`src/design/game_pkg.sv`:
```
// Shared types for the shooting game on an 800 by 480 LCD
// Coordinates are 10 bits wide so that 800 fits. Colours follow 5-6-5 RGB

package game_pkg;

    //------------------------------------------------------------------------
    // Vector types

    // Screen coordinate, pixels
    typedef logic [9:0] coord_t;

    // Raw key vector from the board
    typedef logic [7:0] key_t;

    // LCD colour channels
    typedef logic [4:0] red_t;
    typedef logic [5:0] green_t;
    typedef logic [4:0] blue_t;

    // Aim and result timer, counted in game ticks
    typedef logic [7:0] timer_t;

    //------------------------------------------------------------------------
    // Game states

    typedef enum logic [2:0]
    {
        st_start = 3'd0,
        st_aim   = 3'd1,
        st_shoot = 3'd2,
        st_won   = 3'd3,
        st_lost  = 3'd4
    } game_state_t;

    //------------------------------------------------------------------------
    // Full colour levels

    parameter red_t   max_red   = 5'd31;
    parameter green_t max_green = 6'd63;
    parameter blue_t  max_blue  = 5'd31;

endpackage
```
`src/design/shooting_game_top.sv`:
```
// Top level of the shooting game. LCD x and y come from an outside timing generator
// clocks_per_tick sets the game speed, 270000 on the board

`timescale 1ns/100ps

module shooting_game_top
#(
    parameter int clocks_per_tick = 270000,
    parameter int screen_width    = 800,
    parameter int screen_height   = 480,
    parameter int object_size     = 30,
    parameter int result_ticks    = 200,
    parameter int aim_ticks       = 100
)
(
    input  logic                clock,
    input  logic                reset,
    input  game_pkg::key_t      key,
    input  game_pkg::coord_t    x,
    input  game_pkg::coord_t    y,
    output logic [7:0]          led,
    output logic [7:0]          abcdefgh,
    output logic [7:0]          digit,
    output game_pkg::red_t      red,
    output game_pkg::green_t    green,
    output game_pkg::blue_t     blue
);

    logic                   tick;
    logic                   launch;
    logic                   steer_right;
    logic                   steer_left;
    logic                   show_target;
    logic                   out_of_screen;
    logic                   hit;
    game_pkg::game_state_t  state;
    game_pkg::coord_t       target_x;
    game_pkg::coord_t       target_y;
    game_pkg::coord_t       shot_x;
    game_pkg::coord_t       shot_y;
    logic [31:0]            number;

    //------------------------------------------------------------------------
    // Input side

    game_input #(.clocks_per_tick(clocks_per_tick)) i_input
    (
        .clock       (clock),
        .reset       (reset),
        .key         (key),
        .tick        (tick),
        .launch      (launch),
        .steer_right (steer_right),
        .steer_left  (steer_left),
        .show_target (show_target)
    );

    //------------------------------------------------------------------------
    // Processing part

    game_fsm #(.result_ticks(result_ticks), .aim_ticks(aim_ticks)) i_fsm
    (
        .clock         (clock),
        .reset         (reset),
        .tick          (tick),
        .launch        (launch),
        .out_of_screen (out_of_screen),
        .hit           (hit),
        .state         (state)
    );

    object_motion
    #(
        .screen_width  (screen_width),
        .screen_height (screen_height),
        .object_size   (object_size)
    )
    i_motion
    (
        .clock         (clock),
        .reset         (reset),
        .tick          (tick),
        .steer_right   (steer_right),
        .steer_left    (steer_left),
        .state         (state),
        .target_x      (target_x),
        .target_y      (target_y),
        .shot_x        (shot_x),
        .shot_y        (shot_y),
        .out_of_screen (out_of_screen),
        .hit           (hit)
    );

    //------------------------------------------------------------------------
    // Output side

    pixel_painter
    #(
        .screen_width  (screen_width),
        .screen_height (screen_height),
        .object_size   (object_size)
    )
    i_painter
    (
        .state    (state),
        .x        (x),
        .target_x (target_x),
        .target_y (target_y),
        .shot_x   (shot_x),
        .shot_y   (shot_y),
        .y        (y),
        .red      (red),
        .green    (green),
        .blue     (blue)
    );

    // Upper half x, lower half y, of the target with key 7 or else the shot
    assign number = show_target ? {6'b0, target_x, 6'b0, target_y}
                                : {6'b0, shot_x,   6'b0, shot_y};

    seven_segment_display i_display
    (
        .clock    (clock),
        .reset    (reset),
        .number   (number),
        .abcdefgh (abcdefgh),
        .digit    (digit)
    );

    // Low byte of the shot x position
    assign led = shot_x[7:0];

endmodule

```
`src/design/seven_segment_display.sv`:
```
// Eight-digit hex scanner, one digit per clock
// Segments and digit selects are active high. The dot stays off

`timescale 1ns/100ps

module seven_segment_display
(
    input  logic         clock,
    input  logic         reset,
    input  logic [31:0]  number,
    output logic [7:0]   abcdefgh,
    output logic [7:0]   digit
);

    logic [2:0] index;
    logic [3:0] nibble;

    //------------------------------------------------------------------------
    // Hex to segments, a in the top bit, dot in the bottom bit

    function automatic logic [7:0] hex_segments(input logic [3:0] value);
        logic [7:0] seg;
        case (value)
            4'h0:    seg = 8'b1111_1100;
            4'h1:    seg = 8'b0110_0000;
            4'h2:    seg = 8'b1101_1010;
            4'h3:    seg = 8'b1111_0010;
            4'h4:    seg = 8'b0110_0110;
            4'h5:    seg = 8'b1011_0110;
            4'h6:    seg = 8'b1011_1110;
            4'h7:    seg = 8'b1110_0000;
            4'h8:    seg = 8'b1111_1110;
            4'h9:    seg = 8'b1111_0110;
            4'ha:    seg = 8'b1110_1110;
            4'hb:    seg = 8'b0011_1110;
            4'hc:    seg = 8'b1001_1100;
            4'hd:    seg = 8'b0111_1010;
            4'he:    seg = 8'b1001_1110;
            default: seg = 8'b1000_1110;
        endcase
        return seg;
    endfunction

    //------------------------------------------------------------------------
    // Scan position
    // Index and one-hot select step together and wrap after digit 7

    always_ff @(posedge clock)
    begin
        if (reset)
        begin
            index <= '0;
            digit <= 8'b0000_0001;
        end
        else
        begin
            index <= index + 1'b1;
            digit <= {digit[6:0], digit[7]};
        end
    end

    // Digit i shows bits 4i+3 down to 4i
    assign nibble   = number[{index, 2'b00} +: 4];
    assign abcdefgh = hex_segments(nibble);

    // Select stays one-hot and in step with the nibble index
    digit_one_hot: assert property (@(posedge clock) disable iff (reset)
        $onehot(digit) && digit[index]);

endmodule

```
`src/design/pixel_painter.sv`:
```
// Colour of one LCD pixel, purely combinational
// Pixels outside the visible area stay black

`timescale 1ns/100ps

module pixel_painter
#(
    parameter int screen_width  = 800,
    parameter int screen_height = 480,
    parameter int object_size   = 30
)
(
    input  game_pkg::game_state_t   state,
    input  game_pkg::coord_t        x,
    input  game_pkg::coord_t        target_x,
    input  game_pkg::coord_t        target_y,
    input  game_pkg::coord_t        shot_x,
    input  game_pkg::coord_t        shot_y,
    input  game_pkg::coord_t        y,
    output game_pkg::red_t          red,
    output game_pkg::green_t        green,
    output game_pkg::blue_t         blue
);

    localparam logic [10:0] size_w   = 11'(object_size);
    localparam logic [10:0] width_w  = 11'(screen_width);
    localparam logic [10:0] height_w = 11'(screen_height);

    logic visible;
    logic in_target;
    logic in_shot;

    assign visible   = ({1'b0, x} < width_w) && ({1'b0, y} < height_w);

    // Inside test against each square, far sides exclusive
    assign in_target = (x >= target_x) && ({1'b0, x} < {1'b0, target_x} + size_w)
                    && (y >= target_y) && ({1'b0, y} < {1'b0, target_y} + size_w);
    assign in_shot   = (x >= shot_x) && ({1'b0, x} < {1'b0, shot_x} + size_w)
                    && (y >= shot_y) && ({1'b0, y} < {1'b0, shot_y} + size_w);

    always_comb
    begin
        red   = '0;
        green = '0;
        blue  = '0;

        if (visible)
        begin
            case (state)
                // Won screen is flat red
                game_pkg::st_won:
                    red = game_pkg::max_red;

                // Lost screen is flat yellow
                game_pkg::st_lost:
                begin
                    red   = game_pkg::max_red;
                    green = game_pkg::max_green;
                end

                default:
                begin
                    // Both squares may share a pixel
                    if (in_target)
                        blue = game_pkg::max_blue;
                    if (in_shot)
                        red = game_pkg::max_red;
                end
            endcase
        end
    end

endmodule

```
`src/design/object_motion.sv`:
```
// Positions move only on a tick. Flags look at the positions of that tick
// Objects freeze in the won and lost states

`timescale 1ns/100ps

module object_motion
#(
    parameter int screen_width  = 800,
    parameter int screen_height = 480,
    parameter int object_size   = 30
)
(
    input  logic                    clock,
    input  logic                    reset,
    input  logic                    tick,
    input  logic                    steer_right,
    input  logic                    steer_left,
    input  game_pkg::game_state_t   state,
    output game_pkg::coord_t        target_x,
    output game_pkg::coord_t        target_y,
    output game_pkg::coord_t        shot_x,
    output game_pkg::coord_t        shot_y,
    output logic                    out_of_screen,
    output logic                    hit
);

    // Start positions
    localparam game_pkg::coord_t target_start_x = '0;
    localparam game_pkg::coord_t target_start_y = game_pkg::coord_t'(screen_height / 5);
    localparam game_pkg::coord_t shot_start_x   = game_pkg::coord_t'(screen_width / 2);
    localparam game_pkg::coord_t shot_start_y   = game_pkg::coord_t'(screen_height * 4 / 5);

    localparam game_pkg::coord_t width_edge = game_pkg::coord_t'(screen_width);

    // Square size in one bit more than a coordinate
    localparam logic [10:0] size_w = 11'(object_size);

    game_pkg::coord_t   target_x_next;
    game_pkg::coord_t   target_y_next;
    game_pkg::coord_t   shot_x_next;
    game_pkg::coord_t   shot_y_next;

    // Far sides of both squares
    logic [10:0]        target_right;
    logic [10:0]        target_bottom;
    logic [10:0]        shot_right;
    logic [10:0]        shot_bottom;

    //------------------------------------------------------------------------
    // Next positions

    always_comb
    begin
        target_x_next = target_x;
        target_y_next = target_y;
        shot_x_next   = shot_x;
        shot_y_next   = shot_y;

        case (state)
            game_pkg::st_start:
            begin
                target_x_next = target_start_x;
                target_y_next = target_start_y;
                shot_x_next   = shot_start_x;
                shot_y_next   = shot_start_y;
            end

            game_pkg::st_aim:
                target_x_next = target_x + 1'b1;

            game_pkg::st_shoot:
            begin
                target_x_next = target_x + 1'b1;
                // Holding both steer keys cancels out
                shot_x_next   = shot_x + game_pkg::coord_t'(steer_right)
                                       - game_pkg::coord_t'(steer_left);
                shot_y_next   = shot_y - 1'b1;
            end

            // Won and lost hold both squares in place
            default:
            begin
            end
        endcase
    end

    always_ff @(posedge clock)
    begin
        if (reset)
        begin
            target_x <= '0;
            target_y <= '0;
            shot_x   <= '0;
            shot_y   <= '0;
        end
        else if (tick)
        begin
            target_x <= target_x_next;
            target_y <= target_y_next;
            shot_x   <= shot_x_next;
            shot_y   <= shot_y_next;
        end
    end

    //------------------------------------------------------------------------
    // Edge and overlap tests on the next positions

    assign out_of_screen = (target_x_next == width_edge)
                         | (shot_x_next   == '0)
                         | (shot_x_next   == width_edge)
                         | (shot_y_next   == '0);

    assign target_right  = {1'b0, target_x_next} + size_w;
    assign target_bottom = {1'b0, target_y_next} + size_w;
    assign shot_right    = {1'b0, shot_x_next}   + size_w;
    assign shot_bottom   = {1'b0, shot_y_next}   + size_w;

    // Overlap unless one square lies fully to one side of the other
    assign hit = !(  (target_right  <= {1'b0, shot_x_next})
                   | (shot_right    <= {1'b0, target_x_next})
                   | (target_bottom <= {1'b0, shot_y_next})
                   | (shot_bottom   <= {1'b0, target_y_next}));

endmodule

```
`src/design/game_fsm.sv`:
```
// One timer serves as aim timeout and as result delay
// State moves only on a tick. Timer reloads on every clock in start and shoot

`timescale 1ns/100ps

module game_fsm
#(
    parameter int result_ticks = 200,
    parameter int aim_ticks    = 100
)
(
    input  logic                      clock,
    input  logic                      reset,
    input  logic                      tick,
    input  logic                      launch,
    input  logic                      out_of_screen,
    input  logic                      hit,
    output game_pkg::game_state_t     state
);

    localparam game_pkg::timer_t result_load = game_pkg::timer_t'(result_ticks);
    localparam game_pkg::timer_t aim_load    = game_pkg::timer_t'(aim_ticks);

    game_pkg::game_state_t  state_next;
    game_pkg::timer_t       timer;
    logic                   timeout;

    //------------------------------------------------------------------------
    // Next state
    // Edge beats overlap, overlap beats launch or timeout

    always_comb
    begin
        state_next = state;

        case (state)
            game_pkg::st_start:
                state_next = game_pkg::st_aim;

            game_pkg::st_aim:
                if (out_of_screen)
                    state_next = game_pkg::st_lost;
                else if (hit)
                    state_next = game_pkg::st_won;
                else if (launch || timeout)
                    state_next = game_pkg::st_shoot;

            game_pkg::st_shoot:
                if (out_of_screen)
                    state_next = game_pkg::st_lost;
                else if (hit)
                    state_next = game_pkg::st_won;

            game_pkg::st_won, game_pkg::st_lost:
                if (timeout)
                    state_next = game_pkg::st_start;

            default:
                state_next = game_pkg::st_start;
        endcase
    end

    always_ff @(posedge clock)
    begin
        if (reset)
            state <= game_pkg::st_start;
        else if (tick)
            state <= state_next;
    end

    //------------------------------------------------------------------------
    // Shared timer

    always_ff @(posedge clock)
    begin
        if (reset)
            timer <= '0;
        else if (state == game_pkg::st_start)
            timer <= result_load;
        else if (state == game_pkg::st_shoot)
            timer <= aim_load;
        else if (tick)
            timer <= timer - 1'b1;
    end

    assign timeout = (timer == '0);

    //------------------------------------------------------------------------
    // Checks

    state_legal: assert property (@(posedge clock) disable iff (reset)
        state inside {game_pkg::st_start, game_pkg::st_aim, game_pkg::st_shoot,
                      game_pkg::st_won, game_pkg::st_lost});

    // Overlap flag from object_motion must have been high on the entering tick
    won_needs_hit: assert property (@(posedge clock) disable iff (reset)
        $rose(state == game_pkg::st_won) |-> $past(hit));

endmodule

```
`src/design/game_input.sv`:
```
// Keys go through two flops only, with no debounce
// The tick counter needs clocks_per_tick of 2 or more

`timescale 1ns/100ps

module game_input
#(
    parameter int clocks_per_tick = 270000
)
(
    input  logic            clock,
    input  logic            reset,
    input  game_pkg::key_t  key,
    output logic            tick,
    output logic            launch,
    output logic            steer_right,
    output logic            steer_left,
    output logic            show_target
);

    // Room for the last count value
    localparam int count_w = $clog2(clocks_per_tick + 1);
    localparam logic [count_w - 1:0] last_count = count_w'(clocks_per_tick - 1);

    game_pkg::key_t         key_meta;
    game_pkg::key_t         key_sync;
    logic [count_w - 1:0]   count;

    //------------------------------------------------------------------------
    // Two-flop key synchronizer

    always_ff @(posedge clock)
    begin
        if (reset)
        begin
            key_meta <= '0;
            key_sync <= '0;
        end
        else
        begin
            key_meta <= key;
            key_sync <= key_meta;
        end
    end

    // Key decode
    assign steer_right = key_sync[0];
    assign steer_left  = |key_sync[6:1];
    assign launch      = |key_sync[6:0];
    assign show_target = key_sync[7];

    //------------------------------------------------------------------------
    // Tick strobe divider
    // First strobe follows clocks_per_tick edges after reset release

    always_ff @(posedge clock)
    begin
        if (reset)
        begin
            count <= '0;
            tick  <= 1'b0;
        end
        else if (count == last_count)
        begin
            count <= '0;
            tick  <= 1'b1;
        end
        else
        begin
            count <= count + 1'b1;
            tick  <= 1'b0;
        end
    end

    // Strobe is one clock wide
    tick_single_clock: assert property (@(posedge clock) disable iff (reset)
        tick |=> !tick);

endmodule

```
`config.mk`:
```
export PLATFORM = sky130hd
export DESIGN_NAME = shooting_game_top
export DESIGN_NICKNAME = d
export VERILOG_FILES = /design/src/design/game_pkg.sv /design/src/design/shooting_game_top.sv /design/src/design/seven_segment_display.sv /design/src/design/pixel_painter.sv /design/src/design/object_motion.sv /design/src/design/game_fsm.sv /design/src/design/game_input.sv
export SDC_FILE = /design/constraint.sdc
export NUM_CORES = 1
export LEC_CHECK = 0
export ABC_AREA = 0
export BUFFER_PORTS_ARGS = -buffer_cell sky130_fd_sc_hd__buf_4
export CAP_MARGIN = 0
export CORE_AREA = 2 2 139 141
export CTS_CLUSTER_DIAMETER = 150
export DETAILED_ROUTE_END_ITERATION = 10
export DIE_AREA = 0 0 141 143
export PLACE_DENSITY = 0.73
export SYNTH_ARGS = -nofsm -noshare
export SYNTH_HDL_FRONTEND = slang
export SYNTH_SLANG_ARGS = --single-unit
```
`constraint.sdc`:
```
create_clock -name clock -period 11 [get_ports clock]
set_clock_uncertainty 0.2 [all_clocks]
set_input_delay 0.55 -clock clock [delete_from_list [all_inputs] [get_ports clock]]
set_output_delay 0.55 -clock clock [all_outputs]
set_load 0.03 [all_outputs]
```
==> results.md, run 1 <==
* Final Util at 0.536
* Tcrit/Tclk final at 0.472
* Clock network fraction of total power at 0.361
* VDD IR max at 102 uV
* Port bufs at around 70
* Leak at 4.03 nW
* Final Critical Period at approximately 5200 ps
* Fill count at 1744
* Pin count of the biggest net entering global routing at 74
* Unique masters post-synth at between 60 and 70
* Hold slack at just over 200 ps
* DP HPWL at 17800 um
* Post-route ant nets at 0
* Internal power at 0.000588 W
* GR Util All Layers at 0.235
* Clock latency at the later pin of the worst-skew pair at about 360 ps
* Pins Over Slew Limit at 0
* RSZ-0062 raised after global routing: no
* Most frequent cell after synthesis: ha_1
* Setup CP Type: flop to flop
* Post-DR wirelength/cell at about 17 um
* Core box area at around 19000 um^2
* Psw at about 0.00026 W
* Largest cells by area after synthesis: dfxtp_1 (21%), ha_1 (21%), xnor2_1 (5.9%)
* FP Rows at 50
* Antenna violations before repair at 0
* Sequential share of power at 0.438
* Slew @ Worst Pin at between 1000 and 1500 ps
* Syn Inst Count at about 1100
* Reg2reg setup slack at between 5000 and 6000 ps
* Fin nets at ~1300
* Layout cells sized above 1 at 0.102
* Post-CTS Hold Fix Bufs at 0
* Power share of the combinational group at 0.202
* Post-CTS sizing at 0
* Placer Congestion at ~0.97
* Total CTS buffers at 9
* Routed vias/inst at 5.80
* Initial Utilization at 0.495
* Final Hold Vio Count at 0
* Synth top cells by count: ha_1 (156), nor2_1 (116), dfxtp_1 (98)
* EDFF count, synth at 0
* Rel. slew slack at 0.260
* Top-area cell type share of the netlist area at 0.213
* Worst EP arrival at 5270 ps
* Die Ht at around 140 um
* Final setup fails at 0
* Sequential fraction of the synthesis area at 0.213
* H-tree levels at 3
* Synth-to-Final Area Change at 8.32%
* Max FO, Critical Path at 5
* Synth Register Bits at 98
* Primary FF master, synth: dfxtp_1
* Clk slew on worst S/H paths at approximately 70 ps
* Synth Net Count at around 1300
* First-pass GRT wire length at ~38000 um
* Status: finished, final reports clean
* Die X-Extent at approximately 140 um
* Diode count at 0
* CTS tree: done
* FFs w/ async S/R, synth at 0
* Ports at 70
* Grt total ovfl at 0
* Startpoint Class: flop
* Initial drt markers at 699
* DR DRC count at 0
* Pre-antenna DRT Iters at 8
* Vias in the first global route at roughly 7600
* Post-Place Cells at ~1400
* Vias at between 7000 and 8000
* Yosys Warn Count at 0
* Fin cells at between 1000 and 1500
* Max Cap Viol at 0
* Root buf cell: clkbuf_16
* Synth area leader: dfxtp_1
* Fmax at around 190 MHz
* Max Buffers Root-to-Sink at 2
* Design Power at roughly 0.00084 W
* Cell Pwr Density at 84.7 nW/um^2
* Min-Delay Path Class: input pin to flop
* Mapped Area at just over 9000 um^2
* Die ar. at 20200 um^2
* Clock sink count at ~100
* CP required at ~11000 ps
* Wirelength, routed at ~23000 um
* Fin Setup TNS at 0 ps
* Sw Ratio at 0.302
* CP Capture Type: flop
* Setup repair bufs after CTS at 0
* Syn avg cell area at 8.21 um^2
path summary, 6_finish.rpt:
path	from	to	cells past startpoint
worst min-delay path	key[5]	i_input.key_meta[5]	2
worst min register to register	i_input.key_meta[1]	i_input.key_sync[1]	1
worst max register to register	i_input.key_sync[4]	i_fsm.state[1]	21
worst max-delay path	i_input.key_sync[4]	i_fsm.state[1]	21
stage by stage:
| stage | area, um^2 | setup WS (ps) |
|---|---|---|
| 2_1_floorplan | 9190 | 6330 |
| 4_1_cts | 9960 | 5840 |
| 3_3_place_gp | 9680 | 6000 |
| 6_report | 9960 | 5810 |
| 3_5_place_dp | 9680 | 5870 |
| 5_1_grt | 9960 | 5440 |
state kept, by name (all words and copies together) (netlist names):
| register | flops |
|---|---|
| i_input.key_meta | 8 |
| i_motion.shot_x | 10 |
| i_motion.target_x | 10 |
| i_input.count | 19 |
| i_display.digit | 8 |
| i_motion.shot_y | 10 |
| i_fsm.timer | 8 |
| i_input.tick | 1 |
| i_display.index | 3 |
| i_motion.target_y | 10 |
| i_fsm.state | 3 |
| i_input.key_sync | 8 |
power groups by stage:
stage               Sequential [W]  Clock [W]  Combinational, W
floorplan                 0.000374          0          0.000124
global placement          0.000377          0          0.000164
detailed placement        0.000377          0          0.000168
CTS                       0.000369   0.000312          0.000169
global route              0.000370   0.000324          0.000193
finish                    0.000369   0.000304          0.000170
placed cells by master (no fill, tap or decap), types with 7 or more instances in the layout:
cell and n:
mux2i_1 16, or2_2 7, nand2b_1 15, nor4_1 11, inv_1 73, dfxtp_1 97
o21a_1 13, a211oi_1 29, mux4_2 11, a31oi_1 15, nor3_1 22, nor2_1 116
xor2_1 19, xnor2_1 62, ha_1 156, nand2_1 65, and2_1 15, nand3_1 27
a21o_1 29, clkbuf_16 9, and3_1 14, o211ai_1 7, nand4_1 19, o31ai_1 9
buf_4 71, o21ai_0 30, a21oi_1 62, nor2b_1 35
layer usage:
metal  vias up  wire, um  global-route usage
li1       4000         -                   -
met1      3656     10700               0.305
met2       262     10500               0.398
met3        40      1330              0.0376
met4         0       571              0.0789
met5         -         0                   0
worst max-delay path: stages (launching register included):
cell and delay (ps):
dfxtp_1 300, nor4_1 260, nand2_1 160, ha_1 300, inv_1 50, ha_1 170
fa_1 210, nand2b_1 90, a211oi_1 450, mux2i_1 150, a211oi_1 640, a2111o_1 200
xor2_1 160, ha_1 260, nand3_1 110, nor3_1 60, a21oi_1 140, o31ai_1 130
a2111oi_4 400, a21oi_2 60, or4b_1 470, a31oi_1 170
cell type report:
type | count | area, um^2 | share of cell area
multi-input combinational | 881 | 6620 | 0.664
sequential | 98 | 1960 | 0.197
timing repair buffer | 71 | 533 | 0.0535
tap | 234 | 293 | 0.0294
inverter | 74 | 278 | 0.0279
clock buffer | 9 | 225 | 0.0226
clock inverter | 6 | 51.3 | 0.00515
kinds of logic (layout without fill, tap and decap cells):
kind of cell,Yosys count,after routing,synth area share
xor+xnor,81,81,0.0772
simple gates,373,373,0.203
other cells,1,1,0.000408
fa+ha+maj,157,157,0.214
flops,98,98,0.213
mux,33,33,0.0517
compound gates,236,236,0.171
buf+inv,141,160,0.0682
Power figures use the tool's default switching activity.
==> run 2: changes to the inputs <==
Settings changed: ABC_AREA 0 to 1, CORE_AREA 2 2 139 141 to 2 2 143 145, DIE_AREA 0 0 141 143 to 0 0 145 147.
Clock period 11 ns to 4.9 ns, I/O delays scaled along.
==> results.md, run 2 <==
* WHS Path Cells at 2
* Syn avg cell area at 6.67 um^2
* Wirelength, routed at roughly 26000 um
* Sequential fraction of the synthesis area at 0.201
* DR DRC count at 0
* RSZ-0062 raised after global routing: no
* Core box area at 19800 um^2
* Root buf cell: clkbuf_16
* Pre-antenna DRT Iters at 5
* Tcrit/Tclk final at 0.881
* Synth Register Bits at slightly below 100
* Synth top cells by count: nand2_1 (275), inv_1 (229), ha_1 (156)
* Vias in the first global route at 8831
* Post-DR wirelength/cell at 14.4 um
* Port bufs at 68
* Startpoint Class: flop
* Max Buffers Root-to-Sink at 2
* Routed vias/inst at around 5.3
* Layout cells sized above 1 at 0.0922
* Worst EP arrival at between 3000 and 4000 ps
* Clock latency at the later pin of the worst-skew pair at between 300 and 400 ps
* Most frequent cells in the layout: nand2_1 (275), inv_1 (229), ha_1 (156), nor2_1 (137), a21oi_1 (128)
* Fin nets at between 1500 and 2000
* Fill count at approximately 2000
* Initial Utilization at 0.493
* Vias at 9495
* Ports at 70
* Max reg flops at 19
* Die Ht at 147 um
* Antenna violations before repair at 0
* VDD IR max at between 150 and 200 uV
* Top-area cell type share of the netlist area at 0.201
* Synth Net Count at between 1500 and 2000
* Leak at about 5.3 nW
* Mapped Area at a little under 10000 um^2
* Final Critical Period at ~4300 ps
* Hold Startpoint: reset
* Post-CTS sizing at 0
* Post-CTS Hold Fix Bufs at 8
* Final setup fails at 0
* Final non-filler cell area at 10700 um^2
* Status: finished, final reports clean
* Pin count of the biggest net entering global routing at 60
* Synth-to-Final Area Change at 9.25%
* Primary FF master, synth: dfxtp_1
* DP HPWL at between 20000 and 25000 um
* Max FO, Critical Path at 6
* Rel. slew slack at 0.476
* Critical R2R Capture: i_fsm.state[0]
* Max Cap Viol at 0
* CP required at about 4500 ps
* Hold Path Sink: i_input.key_meta[0]
* Worst R2R Start: i_input.key_sync[2]
* Biggest register: i_input.count
* Initial drt markers at between 700 and 800
* CP Capture Type: output pin
* Clk slew on worst S/H paths at 70 ps
* DP Worst Slack at 644 ps
* Total CTS buffers at 9
* Die X-Extent at 145 um
* Placed cell areas at between 10000 and 15000 um^2
* EDFF count, synth at 0
* Unique masters post-synth at 55
* Pins Over Slew Limit at 0
* Cell Pwr Density at approximately 170 nW/um^2
* Grt total ovfl at 0
* Diode count at 0
* Syn Inst Count at around 1500
* Die ar. at between 20000 and 25000 um^2
* Fin Setup TNS at 0 ps
* Min-Delay Path Class: input pin to flop
* First-pass GRT wire length at around 42000 um
* Placer Congestion at 0.907
* Post-route ant nets at 0
* Setup repair bufs after CTS at 0
* H-tree levels at 3
* Setup CP Type: flop to output pin
* Reg2reg setup slack at a little under 600 ps
* GR Util All Layers at 0.241
* Final Hold Vio Count at 0
* Synth area leader: dfxtp_1
* Yosys Warn Count at 0
* Most common cell after layout, fill and taps aside: nand2_1
* Largest cells by area after synthesis: dfxtp_1 (20%), ha_1 (20%), nand2_1 (11%)
* Setup slack after layout at 581 ps
* Hold slack at roughly 200 ps
* Fmax at 232 MHz
* FFs w/ async S/R, synth at 0
* Worst R2R Path Depth at 31
* Clock sink count at ~100
* Slew @ Worst Pin at about 780 ps
* Most frequent cell after synthesis: nand2_1
* FP Rows at 52
* CTS tree: done
[run 2: changes by cell type after synthesis, sizes merged, moves of 32 or more]
cell / previous run / this run
nand3: 27 / 103
nand2: 65 / 285
nor2: 116 / 148
xnor2: 62 / 10
a21oi: 63 / 129
nor2b: 35 / 0
o21ai: 30 / 87
inv: 73 / 240
[run 2: cells by family (layout without fill, tap and decap cells)]
family                     after synthesis  count (layout)  synth area share
AOI/OAI and AO/OA                      256             256             0.145
xor gates and xnor gates                56              56            0.0501
adders and majority gates              157             157             0.202
buffers and inverters                  295             336             0.126
DFF                                     98              98             0.201
other                                    1               1          0.000383
and+or+nand+nor                        604             604             0.277
[run 2: worst max-delay path by stage]
stage | startpoint | end | slack (ps) | depth (start not counted)
after floorplan | i_input.key_sync[2] | i_fsm.state[0] | 1090 | 31
after global placement | i_input.key_sync[2] | i_fsm.state[0] | 700 | 31
after detailed placement | i_input.key_sync[2] | i_fsm.state[0] | 640 | 32
after CTS | i_motion.shot_x[2] | red[3] | 560 | 16
after global routing | i_input.key_sync[2] | i_fsm.state[0] | 110 | 32
final | i_motion.shot_x[2] | red[3] | 580 | 16
[run 2: worst max-delay path, stage by stage, from the launching register on]
cell and delay [ps]:
dfxtp_1 530, inv_1 250, ha_1 250, nand2_1 60
nand2_1 80, a21oi_1 330, xor2_1 190, ha_1 260
a21oi_1 140, o31ai_1 80, a21oi_1 140, nand3b_1 120
a21boi_0 70, o21ai_0 230, o2111ai_1 150, a21oi_1 380
buf_4 250
[run 2: stage by stage]
step | util | instances | total power (W)
3_3_place_gp | 0.521 | 1755 | 0.00111
3_5_place_dp | 0.521 | 1755 | 0.00112
2_1_floorplan | - | 1467 | 0.00102
5_1_grt | 0.539 | 1778 | 0.00187
4_1_cts | 0.539 | 1778 | 0.00180
6_report | 0.539 | 1778 | 0.00179
[run 2: metal layers]
layer	global-route usage	wire, um
met2	0.411	11600
met1	0.315	11800
met4	0.0886	742
met3	0.0267	1510
met5	0	0
[run 2: power by group]
part	internal, W	switching [W]
combinational	0.000112	0.000174
sequential	0.000809	0.0000114
clock	0.000349	0.000333
total	0.00127	0.000518
[run 2: area by class of cell]
cell class / instances / area (um^2) / area share
sequential: 98 / 1960 / 0.184
clock buffer: 9 / 225 / 0.0211
multi-input combinational: 1074 / 6590 / 0.617
clock inverter: 6 / 47.5 / 0.00445
tap: 270 / 338 / 0.0316
timing repair buffer: 79 / 613 / 0.0574
inverter: 242 / 913 / 0.0855
